`config.mk`:
```
export PLATFORM = sky130hd
export DESIGN_NAME = ddr_ctrl_top
export DESIGN_NICKNAME = d
export VERILOG_FILES = /design/src/verilog/ddr_ctrl_pkg.sv /design/src/verilog/ddr_ctrl_top.sv /design/src/verilog/dq_burst.sv /design/src/verilog/ddr_cmd_seq.sv /design/src/verilog/refresh_timer.sv /design/src/verilog/apb_req_port.sv
export VERILOG_INCLUDE_DIRS = /design/src /design/src/include
export SDC_FILE = /design/constraint.sdc
export NUM_CORES = 1
export LEC_CHECK = 0
export ABC_CLOCK_PERIOD_IN_PS = 3900
export BUFFER_PORTS_ARGS = -buffer_cell sky130_fd_sc_hd__buf_2
export CAP_MARGIN = 20
export CORE_MARGIN = 3
export CORE_UTILIZATION = 58
export CTS_BUF_LIST = sky130_fd_sc_hd__clkbuf_16
export DETAILED_ROUTE_END_ITERATION = 12
export PLACE_DENSITY = 0.79
export SLEW_MARGIN = 15
export SYNTH_ARGS = -nofsm -noshare
export SYNTH_HDL_FRONTEND = slang
export SYNTH_SLANG_ARGS = --single-unit
```
`constraint.sdc`:
```
create_clock -name CLK -period 3.9 [get_ports CLK]
set_input_delay 0.195 -clock CLK [delete_from_list [all_inputs] [get_ports CLK]]
set_output_delay 0.195 -clock CLK [all_outputs]
set_load 0.005 [all_outputs]
```
`src/include/ddr_ctrl_params.svh`:
```
`ifndef DDR_CTRL_PARAMS_SVH
`define DDR_CTRL_PARAMS_SVH

////////////////////////////////////////////////////////////
// DRAM geometry
////////////////////////////////////////////////////////////
`define DDR_ROW_W    15         // Row address bits
`define DDR_COL_W    10         // Column bits
`define DDR_BA_W     3          // Bank bits
`define DDR_ADDR_W   15         // Address pins A0..A14
`define DDR_DQ_W     8          // Single byte lane
`define DDR_BURST    4          // BC4 beats

// APB widths
`define APB_DATA_W   32
`define APB_ADDR_W   8

////////////////////////////////////////////////////////////
// Timing in controller clocks
////////////////////////////////////////////////////////////
`define T_INIT_RST   10         // DRAM reset held low
`define T_ZQ         16         // Wait after ZQCL
`define T_RCD        10         // ACT to column command
`define T_RFC        103        // Quiet time after REF
`define T_WL         7          // Write latency
`define T_RL         5          // Read latency
`define REF_INTERVAL 600        // Between refresh requests

// Register offsets
`define REG_ROWBANK  8'h00      // Row in [14:0], bank in [18:16]
`define REG_COL      8'h04
`define REG_WDATA    8'h08
`define REG_CMD      8'h0C      // Bit 0 set means write
`define REG_STATUS   8'h10      // Bit 0 busy, bit 1 init done
`define REG_RDATA    8'h14

`endif
```
`src/verilog/ddr_ctrl_pkg.sv`:
```
`include "ddr_ctrl_params.svh"

package ddr_ctrl_pkg;

    // Encoding is {cs_n, ras_n, cas_n, we_n}
    typedef enum logic [3:0] {
        NOP  = 4'b0111,
        ACT  = 4'b0011,
        WR   = 4'b0100,
        RD   = 4'b0101,
        PRE  = 4'b0010,
        REF  = 4'b0001,
        ZQCL = 4'b0110
    } ddr_cmd_e;

    // DRAM command pins, all strobes active low
    typedef struct packed {
        logic                   cs_n;
        logic                   ras_n;
        logic                   cas_n;
        logic                   we_n;
        logic [`DDR_ADDR_W-1:0] addr;
        logic [`DDR_BA_W-1:0]   ba;
    } ddr_cmd_t;

    // One host request
    typedef struct packed {
        logic                   write;
        logic [`DDR_BA_W-1:0]   ba;
        logic [`DDR_ROW_W-1:0]  row;
        logic [`DDR_COL_W-1:0]  col;
        logic [`APB_DATA_W-1:0] wdata;
    } mem_req_t;

    // Burst launch, start coincides with WR or RD
    typedef struct packed {
        logic                   start;
        logic                   write;
        logic [`APB_DATA_W-1:0] wdata;
    } burst_ctl_t;

    // Data pins of the byte lane
    typedef struct packed {
        logic [`DDR_DQ_W-1:0]   data;
        logic                   oe;     // Drive enable
        logic                   dm;     // High masks the byte
    } dq_bus_t;

endpackage

```
`src/verilog/ddr_ctrl_top.sv`:
```
`timescale 1ns/1ps
`include "ddr_ctrl_params.svh"

module ddr_ctrl_top (
    input  logic                    CLK,
    input  logic                    rst,
    input  logic                    psel,
    input  logic                    penable,
    input  logic                    pwrite,
    input  logic [`APB_ADDR_W-1:0]  paddr,
    input  logic [`APB_DATA_W-1:0]  pwdata,
    output logic [`APB_DATA_W-1:0]  prdata,
    output logic                    pready,
    output logic                    pslverr,
    output logic                    ddr_reset_n,
    output ddr_ctrl_pkg::ddr_cmd_t  cmd,
    output ddr_ctrl_pkg::dq_bus_t   dq,
    input  logic [`DDR_DQ_W-1:0]    dq_in
);

    import ddr_ctrl_pkg::*;

    logic                   init_done;
    logic                   req_valid;
    logic                   req_ready;
    logic                   req_done;
    mem_req_t               req;
    logic                   ref_req;
    logic                   ref_ack;
    burst_ctl_t             burst;
    logic                   burst_done;
    logic                   rd_valid;
    logic [`APB_DATA_W-1:0] rd_word;

    ////////////////////////////////////////////////////////////
    // Host side
    ////////////////////////////////////////////////////////////
    apb_req_port u_port (
        .CLK(CLK), .rst(rst),
        .psel(psel), .penable(penable), .pwrite(pwrite),
        .paddr(paddr), .pwdata(pwdata), .prdata(prdata),
        .pready(pready), .pslverr(pslverr),
        .init_done(init_done),
        .req_valid(req_valid), .req(req), .req_ready(req_ready),
        .req_done(req_done), .rd_valid(rd_valid), .rd_word(rd_word)
    );

    refresh_timer u_ref (
        .CLK(CLK), .rst(rst),
        .init_done(init_done), .ref_req(ref_req), .ref_ack(ref_ack)
    );

    ////////////////////////////////////////////////////////////
    // DRAM side
    ////////////////////////////////////////////////////////////
    ddr_cmd_seq u_seq (
        .CLK(CLK), .rst(rst),
        .req_valid(req_valid), .req(req), .req_ready(req_ready),
        .req_done(req_done), .ref_req(ref_req), .ref_ack(ref_ack),
        .burst(burst), .burst_done(burst_done),
        .ddr_reset_n(ddr_reset_n), .cmd(cmd), .init_done(init_done)
    );

    dq_burst u_dq (
        .CLK(CLK), .rst(rst),
        .burst(burst), .dq(dq), .dq_in(dq_in),
        .burst_done(burst_done), .rd_valid(rd_valid), .rd_word(rd_word)
    );

endmodule

```
`src/verilog/dq_burst.sv`:
```
`timescale 1ns/1ps
`include "ddr_ctrl_params.svh"

module dq_burst (
    input  logic                     CLK,
    input  logic                     rst,
    input  ddr_ctrl_pkg::burst_ctl_t burst,
    output ddr_ctrl_pkg::dq_bus_t    dq,
    input  logic [`DDR_DQ_W-1:0]     dq_in,
    output logic                     burst_done,
    output logic                     rd_valid,
    output logic [`APB_DATA_W-1:0]   rd_word
);

    localparam int LAT_W  = $clog2(`T_WL);     // T_WL is the longer latency
    localparam int BEAT_W = $clog2(`DDR_BURST);

    logic                   in_lat;     // Counting latency
    logic                   in_beat;    // Data beats on the lane
    logic                   wr_q;
    logic [LAT_W-1:0]       lat_cnt;
    logic [BEAT_W-1:0]      beat_cnt;
    logic [`APB_DATA_W-1:0] shreg;      // Byte 0 sits at the bottom
    logic [`DDR_DQ_W-1:0]   byte_in;
    logic                   last_beat;
    logic                   wr_beat;

    assign last_beat = in_beat && (beat_cnt == BEAT_W'(`DDR_BURST - 1));
    assign wr_beat   = in_beat && wr_q;
    assign byte_in   = wr_q ? '0 : dq_in;  // Writes just drain

    ////////////////////////////////////////////////////////////
    // Latency and beat control
    ////////////////////////////////////////////////////////////
    always_ff @(posedge CLK or posedge rst) begin
        if (rst) begin
            in_lat     <= 1'b0;
            in_beat    <= 1'b0;
            wr_q       <= 1'b0;
            lat_cnt    <= '0;
            beat_cnt   <= '0;
            burst_done <= 1'b0;
            rd_valid   <= 1'b0;
        end else begin
            burst_done <= last_beat;
            rd_valid   <= last_beat && !wr_q;
            if (burst.start) begin
                in_lat  <= 1'b1;
                wr_q    <= burst.write;
                // First beat lands latency cycles after the command
                lat_cnt <= burst.write ? LAT_W'(`T_WL - 2) : LAT_W'(`T_RL - 2);
            end else if (in_lat) begin
                if (lat_cnt == '0) begin
                    in_lat   <= 1'b0;
                    in_beat  <= 1'b1;
                    beat_cnt <= '0;
                end else begin
                    lat_cnt <= lat_cnt - 1'b1;
                end
            end else if (last_beat) begin
                in_beat <= 1'b0;
            end else if (in_beat) begin
                beat_cnt <= beat_cnt + 1'b1;
            end
        end
    end

    // Shift out LSB first, or shift read bytes in from the top
    always_ff @(posedge CLK) begin
        if (burst.start)
            shreg <= burst.wdata;
        else if (in_beat)
            shreg <= {byte_in, shreg[`APB_DATA_W-1:`DDR_DQ_W]};
    end

    assign dq      = '{data: wr_beat ? shreg[`DDR_DQ_W-1:0] : '0, oe: wr_beat, dm: !wr_beat};
    assign rd_word = shreg;

endmodule

```
`src/verilog/ddr_cmd_seq.sv`:
```
`timescale 1ns/1ps
`include "ddr_ctrl_params.svh"

module ddr_cmd_seq (
    input  logic                     CLK,
    input  logic                     rst,
    input  logic                     req_valid,
    input  ddr_ctrl_pkg::mem_req_t   req,
    output logic                     req_ready,
    output logic                     req_done,
    input  logic                     ref_req,
    output logic                     ref_ack,
    output ddr_ctrl_pkg::burst_ctl_t burst,
    input  logic                     burst_done,
    output logic                     ddr_reset_n,
    output ddr_ctrl_pkg::ddr_cmd_t   cmd,
    output logic                     init_done
);

    import ddr_ctrl_pkg::*;

    // T_RFC is the longest wait
    localparam int CNT_W = $clog2(`T_RFC + 1);

    typedef enum logic [3:0] {
        S_RST_HOLD,     // DRAM reset low
        S_ZQ,
        S_ZQ_WAIT,
        S_IDLE,
        S_REF,
        S_RFC_WAIT,
        S_ACT,
        S_RCD_WAIT,
        S_COL,          // WR or RD, BC4
        S_BURST_WAIT    // PRE goes out with burst_done
    } seq_state_e;

    seq_state_e       state;
    seq_state_e       state_nx;
    logic [CNT_W-1:0] cnt;      // Shared wait counter
    mem_req_t         cur;      // Request in service
    ddr_cmd_e         cmd_sel;

    ////////////////////////////////////////////////////////////
    // State and wait counter
    ////////////////////////////////////////////////////////////
    always_ff @(posedge CLK or posedge rst) begin
        if (rst) begin
            state <= S_RST_HOLD;
            cnt   <= '0;
        end else begin
            state <= state_nx;
            cnt   <= (state_nx != state) ? '0 : cnt + 1'b1;    // Zero on entry
        end
    end

    always_ff @(posedge CLK) begin
        if (req_valid && req_ready)
            cur <= req;
    end

    always_comb begin
        state_nx = state;
        case (state)
            S_RST_HOLD:   if (cnt == CNT_W'(`T_INIT_RST - 1)) state_nx = S_ZQ;
            S_ZQ:         state_nx = S_ZQ_WAIT;
            S_ZQ_WAIT:    if (cnt == CNT_W'(`T_ZQ - 2)) state_nx = S_IDLE;
            S_IDLE: begin
                if (ref_req)
                    state_nx = S_REF;           // Refresh first
                else if (req_valid)
                    state_nx = S_ACT;
            end
            S_REF:        state_nx = S_RFC_WAIT;
            S_RFC_WAIT:   if (cnt == CNT_W'(`T_RFC - 1)) state_nx = S_IDLE;
            S_ACT:        state_nx = S_RCD_WAIT;
            S_RCD_WAIT:   if (cnt == CNT_W'(`T_RCD - 2)) state_nx = S_COL;
            S_COL:        state_nx = S_BURST_WAIT;
            S_BURST_WAIT: if (burst_done) state_nx = S_IDLE;
            default:      state_nx = S_RST_HOLD;
        endcase
    end

    ////////////////////////////////////////////////////////////
    // Command pins and address
    ////////////////////////////////////////////////////////////
    always_comb begin
        cmd_sel  = NOP;
        cmd.addr = '0;
        cmd.ba   = '0;
        case (state)
            S_ZQ: begin
                cmd_sel      = ZQCL;
                cmd.addr[10] = 1'b1;            // A10 high selects long ZQ
            end
            S_REF: cmd_sel = REF;
            S_ACT: begin
                cmd_sel  = ACT;
                cmd.addr = cur.row;
                cmd.ba   = cur.ba;
            end
            S_COL: begin
                cmd_sel  = cur.write ? WR : RD;
                cmd.addr = `DDR_ADDR_W'(cur.col);   // A10 and A12 low
                cmd.ba   = cur.ba;
            end
            S_BURST_WAIT: begin
                // Precharge of this bank right after the last beat
                if (burst_done) begin
                    cmd_sel = PRE;
                    cmd.ba  = cur.ba;
                end
            end
            default: ;
        endcase
        {cmd.cs_n, cmd.ras_n, cmd.cas_n, cmd.we_n} = cmd_sel;
        if (state == S_RST_HOLD)
            cmd.cs_n = 1'b1;                    // Deselected during reset
    end

    assign ddr_reset_n = (state != S_RST_HOLD);
    assign init_done   = !(state inside {S_RST_HOLD, S_ZQ, S_ZQ_WAIT});
    assign req_ready   = (state == S_IDLE) && !ref_req;
    assign ref_ack     = (state == S_REF);
    assign req_done    = (state == S_BURST_WAIT) && burst_done;

    // Burst launch with the column command
    assign burst = '{start: (state == S_COL), write: cur.write, wdata: cur.wdata};

endmodule

```
`src/verilog/refresh_timer.sv`:
```
`timescale 1ns/1ps
`include "ddr_ctrl_params.svh"

module refresh_timer (
    input  logic CLK,
    input  logic rst,
    input  logic init_done,
    output logic ref_req,
    input  logic ref_ack
);

    localparam int CNT_W = $clog2(`REF_INTERVAL);

    logic [CNT_W-1:0] cnt;

    // Interval count, frozen while a request waits
    always_ff @(posedge CLK or posedge rst) begin
        if (rst) begin
            cnt     <= '0;
            ref_req <= 1'b0;
        end else if (ref_ack) begin
            cnt     <= '0;                      // Restart from the REF
            ref_req <= 1'b0;
        end else if (init_done && !ref_req) begin
            if (cnt == CNT_W'(`REF_INTERVAL - 1)) begin
                cnt     <= '0;
                ref_req <= 1'b1;                // Sticky until ack
            end else begin
                cnt <= cnt + 1'b1;
            end
        end
    end

endmodule

```
`src/verilog/apb_req_port.sv`:
```
`timescale 1ns/1ps
`include "ddr_ctrl_params.svh"

module apb_req_port (
    input  logic                    CLK,
    input  logic                    rst,
    input  logic                    psel,
    input  logic                    penable,
    input  logic                    pwrite,
    input  logic [`APB_ADDR_W-1:0]  paddr,
    input  logic [`APB_DATA_W-1:0]  pwdata,
    output logic [`APB_DATA_W-1:0]  prdata,
    output logic                    pready,
    output logic                    pslverr,
    input  logic                    init_done,
    output logic                    req_valid,
    output ddr_ctrl_pkg::mem_req_t  req,
    input  logic                    req_ready,
    input  logic                    req_done,
    input  logic                    rd_valid,
    input  logic [`APB_DATA_W-1:0]  rd_word
);

    localparam int BA_LSB = 16;     // Bank field in REG_ROWBANK

    logic [`DDR_ROW_W-1:0]  row_q;
    logic [`DDR_BA_W-1:0]   ba_q;
    logic [`DDR_COL_W-1:0]  col_q;
    logic [`APB_DATA_W-1:0] wdata_q;
    logic [`APB_DATA_W-1:0] rdata_q;    // Word of the last read
    logic                   busy;       // Request outstanding
    logic                   access;
    logic                   addr_ok;
    logic                   wr_done;    // Write completing this cycle
    logic                   cmd_go;     // Command write completing

    assign access  = psel && penable;
    assign addr_ok = paddr inside {`REG_ROWBANK, `REG_COL, `REG_WDATA,
                                   `REG_CMD, `REG_STATUS, `REG_RDATA};

    // Stall only a command write while busy
    assign pready  = !(access && pwrite && (paddr == `REG_CMD) && busy);
    assign pslverr = access && !addr_ok;
    assign wr_done = access && pwrite && pready && addr_ok;
    assign cmd_go  = wr_done && (paddr == `REG_CMD);

    ////////////////////////////////////////////////////////////
    // Read mux
    ////////////////////////////////////////////////////////////
    always_comb begin
        prdata = '0;
        case (paddr)
            `REG_ROWBANK: begin
                prdata[`DDR_ROW_W-1:0]      = row_q;
                prdata[BA_LSB +: `DDR_BA_W] = ba_q;
            end
            `REG_COL:    prdata[`DDR_COL_W-1:0] = col_q;
            `REG_WDATA:  prdata = wdata_q;
            `REG_STATUS: prdata[1:0] = {init_done, busy};
            `REG_RDATA:  prdata = rdata_q;
            default:     prdata = '0;   // CMD is write only
        endcase
    end

    // Registers, busy and request handshake
    always_ff @(posedge CLK or posedge rst) begin
        if (rst) begin
            row_q     <= '0;
            ba_q      <= '0;
            col_q     <= '0;
            wdata_q   <= '0;
            rdata_q   <= '0;
            busy      <= 1'b0;
            req_valid <= 1'b0;
        end else begin
            if (wr_done) begin
                case (paddr)
                    `REG_ROWBANK: begin
                        row_q <= pwdata[`DDR_ROW_W-1:0];
                        ba_q  <= pwdata[BA_LSB +: `DDR_BA_W];
                    end
                    `REG_COL:   col_q   <= pwdata[`DDR_COL_W-1:0];
                    `REG_WDATA: wdata_q <= pwdata;
                    default: ;                  // STATUS and RDATA read only
                endcase
            end
            if (cmd_go) begin
                busy      <= 1'b1;
                req_valid <= 1'b1;
            end else begin
                if (req_valid && req_ready)
                    req_valid <= 1'b0;          // Taken by the sequencer
                if (req_done)
                    busy <= 1'b0;               // Precharge issued
            end
            if (rd_valid)
                rdata_q <= rd_word;
        end
    end

    // Request snapshot, stable while req_valid
    always_ff @(posedge CLK) begin
        if (cmd_go) begin
            req.write <= pwdata[0];
            req.ba    <= ba_q;
            req.row   <= row_q;
            req.col   <= col_q;
            req.wdata <= wdata_q;
        end
    end

endmodule

```
==> key figures <==
CTS
  – Gates resized, CTS repair: 0
  – CTS buffer count: 29
  – CTS clk-pin slew, worst paths: approximately 0.06 ns
  – Root buffer cell: clkbuf_16
  – Worst skew pair latency: 0.56 ns
  – Clock Sinks: 280
  – Clock tree buffer depth: 3
  – Htree depth: 1
  – CTS tree: yes

Route
  – DRT Pass-1 Iters: 6
  – Vias per cell: 5.816
  – 1st-iter DRT viols: 538
  – Routed via count: ~7.3k
  – Routed WL per cell: 19.91 um
  – Routed Antenna Nets: 0
  – Post-route DRC: 0
  – Overall routed net length: 25050 um

Yosys
  – Yosys top cell area share: 39.87%
  – Top post-synthesis cells by area: edfxtp_1, dfrtp_1, mux2_2
  – Post-synth ARST share: ~45%
  – Main flop type after synthesis: edfxtp_1
  – Avg Cell Area, Syn: about 14 um2
  – Ys Warns: 0
  – Syn Nets: about 880
  – Number of synthesized flops with an enable pin: about 150
  – Synth cell types: 63
  – Cell Area, Synth: 11600 um2
  – Yosys top cell by area: edfxtp_1
  – FF+latch count, synth: 280
  – Seq/Total Area, Yosys: 67.06%
  – Syn Inst Count: around 820

Floorplan
  – Starting density of the core: 59.39%
  – Chip width: approximately 150 um
  – Core ar.: 19530 um2
  – Num rows: 51
  – Die height: 147.4 um
  – Die ar.: 21730 um2
  – Num ports: 120

Pwr
  – Power Dens Cells: between 400 and 500 nW/um2
  – LEAKAGE: 6.313 nW
  – Total Power: 0.006278 W
  – Peak supply drop: 0.0003923 V

Global routing
  – Vias in the first global route: between 7k and 8k
  – Initial antenna violation count: 0
  – Total global routing overflow: 0
  – Pin count of the biggest net entering global routing: 52
  – First-pass GRT wire length: between 30000 and 40000 um
  – GR Util All Layers: 23.25%

Flow run
  – Max Cap Viol: 0

Worst setup path
  – Setup crit start: u_seq.state[1]
  – Worst Reg-to-Reg Cells: 3
  – Reg2reg start: u_seq.state[0]
  – Crit path DAT: 2.92 ns
  – Critical Path Start Type: flop
  – CP required: 3.70 ns
  – Worst Setup EP: prdata[1]
  – Critical path endpoint category: output pin
  – Worst r2r dst: u_dq.rd_word[26]
  – Crit Path Class: reg -> out
  – Reg2reg setup slack: 1.03 ns
  – Worst-path maximum fanout: 21

Placement
  – Area after DPL: approximately 12000 um2
  – I/O Buffers: between 100 and 150
  – RePlAce Congestion: 0.9109
  – Hpwl dp: 16500 um
  – Worst slack, placed: 0.9677 ns

Timing
  – Final Max Tran Viols: 0
  – Setup Viol. Count Final: 0
  – Fmax: 0.3207 GHz
  – Slew at the pin closest to its max-slew limit: between 1 and 1.5 ns
  – Setup Total Neg Slack: 0 ns
  – Period utilisation layout: 79.96%
  – Final WS setup: 0.7815 ns
  – Slew HR: between 20% and 30%
  – Final min period: around 3.1 ns
  – RSZ-0062 raised after global routing: no
  – Layout Skew: 0.02822 ns
  – Fin. Hold Viols: 0

Finish
  – Area growth syn-to-layout: 18.57%
  – Share of layout cells above drive strength 1: 28.90%
  – Final Instance Area: 13750 um2
  – Final core occ: 70.42%
  – Fillers: 1255
  – # diodes: 0
  – Nets: 1031

Status
  – Status: completed

Worst hold path
  – Class of the worst hold path: in -> reg
## routing by layer
metal  wire length [um]  track usage (%)  share of wire (%)
met1              10540            33.18                 42
met3               1581            3.985                6.3
met5                  0                0                  0
met2              12130            37.19                 48
met4                797            7.549                3.2
## sequential cells by signal, indices dropped and copies added (netlist names), 10 cells and up
signal / count
u_port.req: 61
u_seq.burst: 33
u_dq.rd_word: 32
u_port.rdata_q: 32
u_port.wdata_q: 32
u_seq.cur: 28
u_port.row_q: 15
u_port.col_q: 10
u_ref.cnt: 10
## layout by cell type, fill, tap and decap left out, types with 7 or more instances in the layout
cell type and n:
nand2_1 114, inv_1 28, a211oi_1 8, a222oi_1 8, clkinv_2 8, nand2b_1 14, o21ai_0 32, edfxtp_1 154
dfrtp_1 126, a21oi_1 10, mux2_2 54, and3_1 13, mux2i_1 10, ha_1 8, nor2b_1 9, buf_2 120
a31oi_1 10, nor3_1 8, nand3_1 9, and2_1 7, mux2_4 40, dlygate4sd3_1 33, a22o_1 32, clkbuf_16 30
nor2_1 13, buf_4 14
## synthesized netlist by cell type, drive strengths merged (10+ instances only)
library cell / count
a21oi: 10
a22o: 32
a31oi: 10
and3: 14
buf: 13
clkbuf: 33
dfrtp: 126
edfxtp: 154
inv: 22
mux2: 94
mux2i: 10
nand2: 116
nand2b: 14
nor2: 14
o21ai: 33
## critical path: stages (launching register included)
cell       delay [ns]
dfrtp_1          0.71
a211oi_1         0.33
or3b_2           0.52
a2111oi_0        0.49
a221o_1          0.21
buf_2            0.12
## final cells by class
type | instances | area [um2] | area share [%]
multi-input combinational | 469 | 3568 | 25.95
timing repair buffer | 168 | 1056 | 7.680
clock inverter | 24 | 181.4 | 1.319
inverter | 22 | 85.08 | 0.6187
clock buffer | 30 | 750.7 | 5.460
sequential | 280 | 7777 | 56.56
tap | 265 | 331.6 | 2.411
## worst min-delay path by stage
stage	to	depth (start not counted)	startpoint	slack [ns]
2_1_floorplan	u_port.req[60]	0	pwdata[0]	0.29
3_3_place_gp	u_ref.cnt[7]	2	rst	0.34
3_5_place_dp	u_port.row_q[2]	2	rst	0.34
4_1_cts	u_dq.rd_word[25]	3	dq_in[1]	0.1
5_1_grt	u_dq.rd_word[24]	3	dq_in[0]	0.11
6_report	u_dq.rd_word[25]	3	dq_in[1]	0.09
## report_power, final
| part | internal, W | switching [W] |
|---|---|---|
| logic | 0.000171 | 0.000182 |
| clock network | 0.00153 | 0.00113 |
| registers | 0.00317 | 0.0000894 |
| total | 0.00488 | 0.00140 |
## kinds of logic after synthesis
family	count (synthesis)	synth area share [%]
fa+ha+maj	8	0.8631
mux	104	11.28
simple gates	222	9.796
buf+inv	68	2.525
xor+xnor	4	0.3021
compound gates	131	8.167
flops	280	67.06
## through the flow
step / instances / hold WS, ns
finish: 1258 / 0.09299
global route: 1258 / 0.1096
CTS: 1256 / 0.09737
detailed placement: 1169 / 0.3371
global placement: 1169 / 0.3394
floorplan: 817 / 0.2939
## repair_timing
action | in CTS | in global routing
hold buffers | 33 | 0
endpoints found under the hold margin | 110 | 0
setup buffers | 0 | 0
No activity file was read; power rests on OpenSTA's default activity.
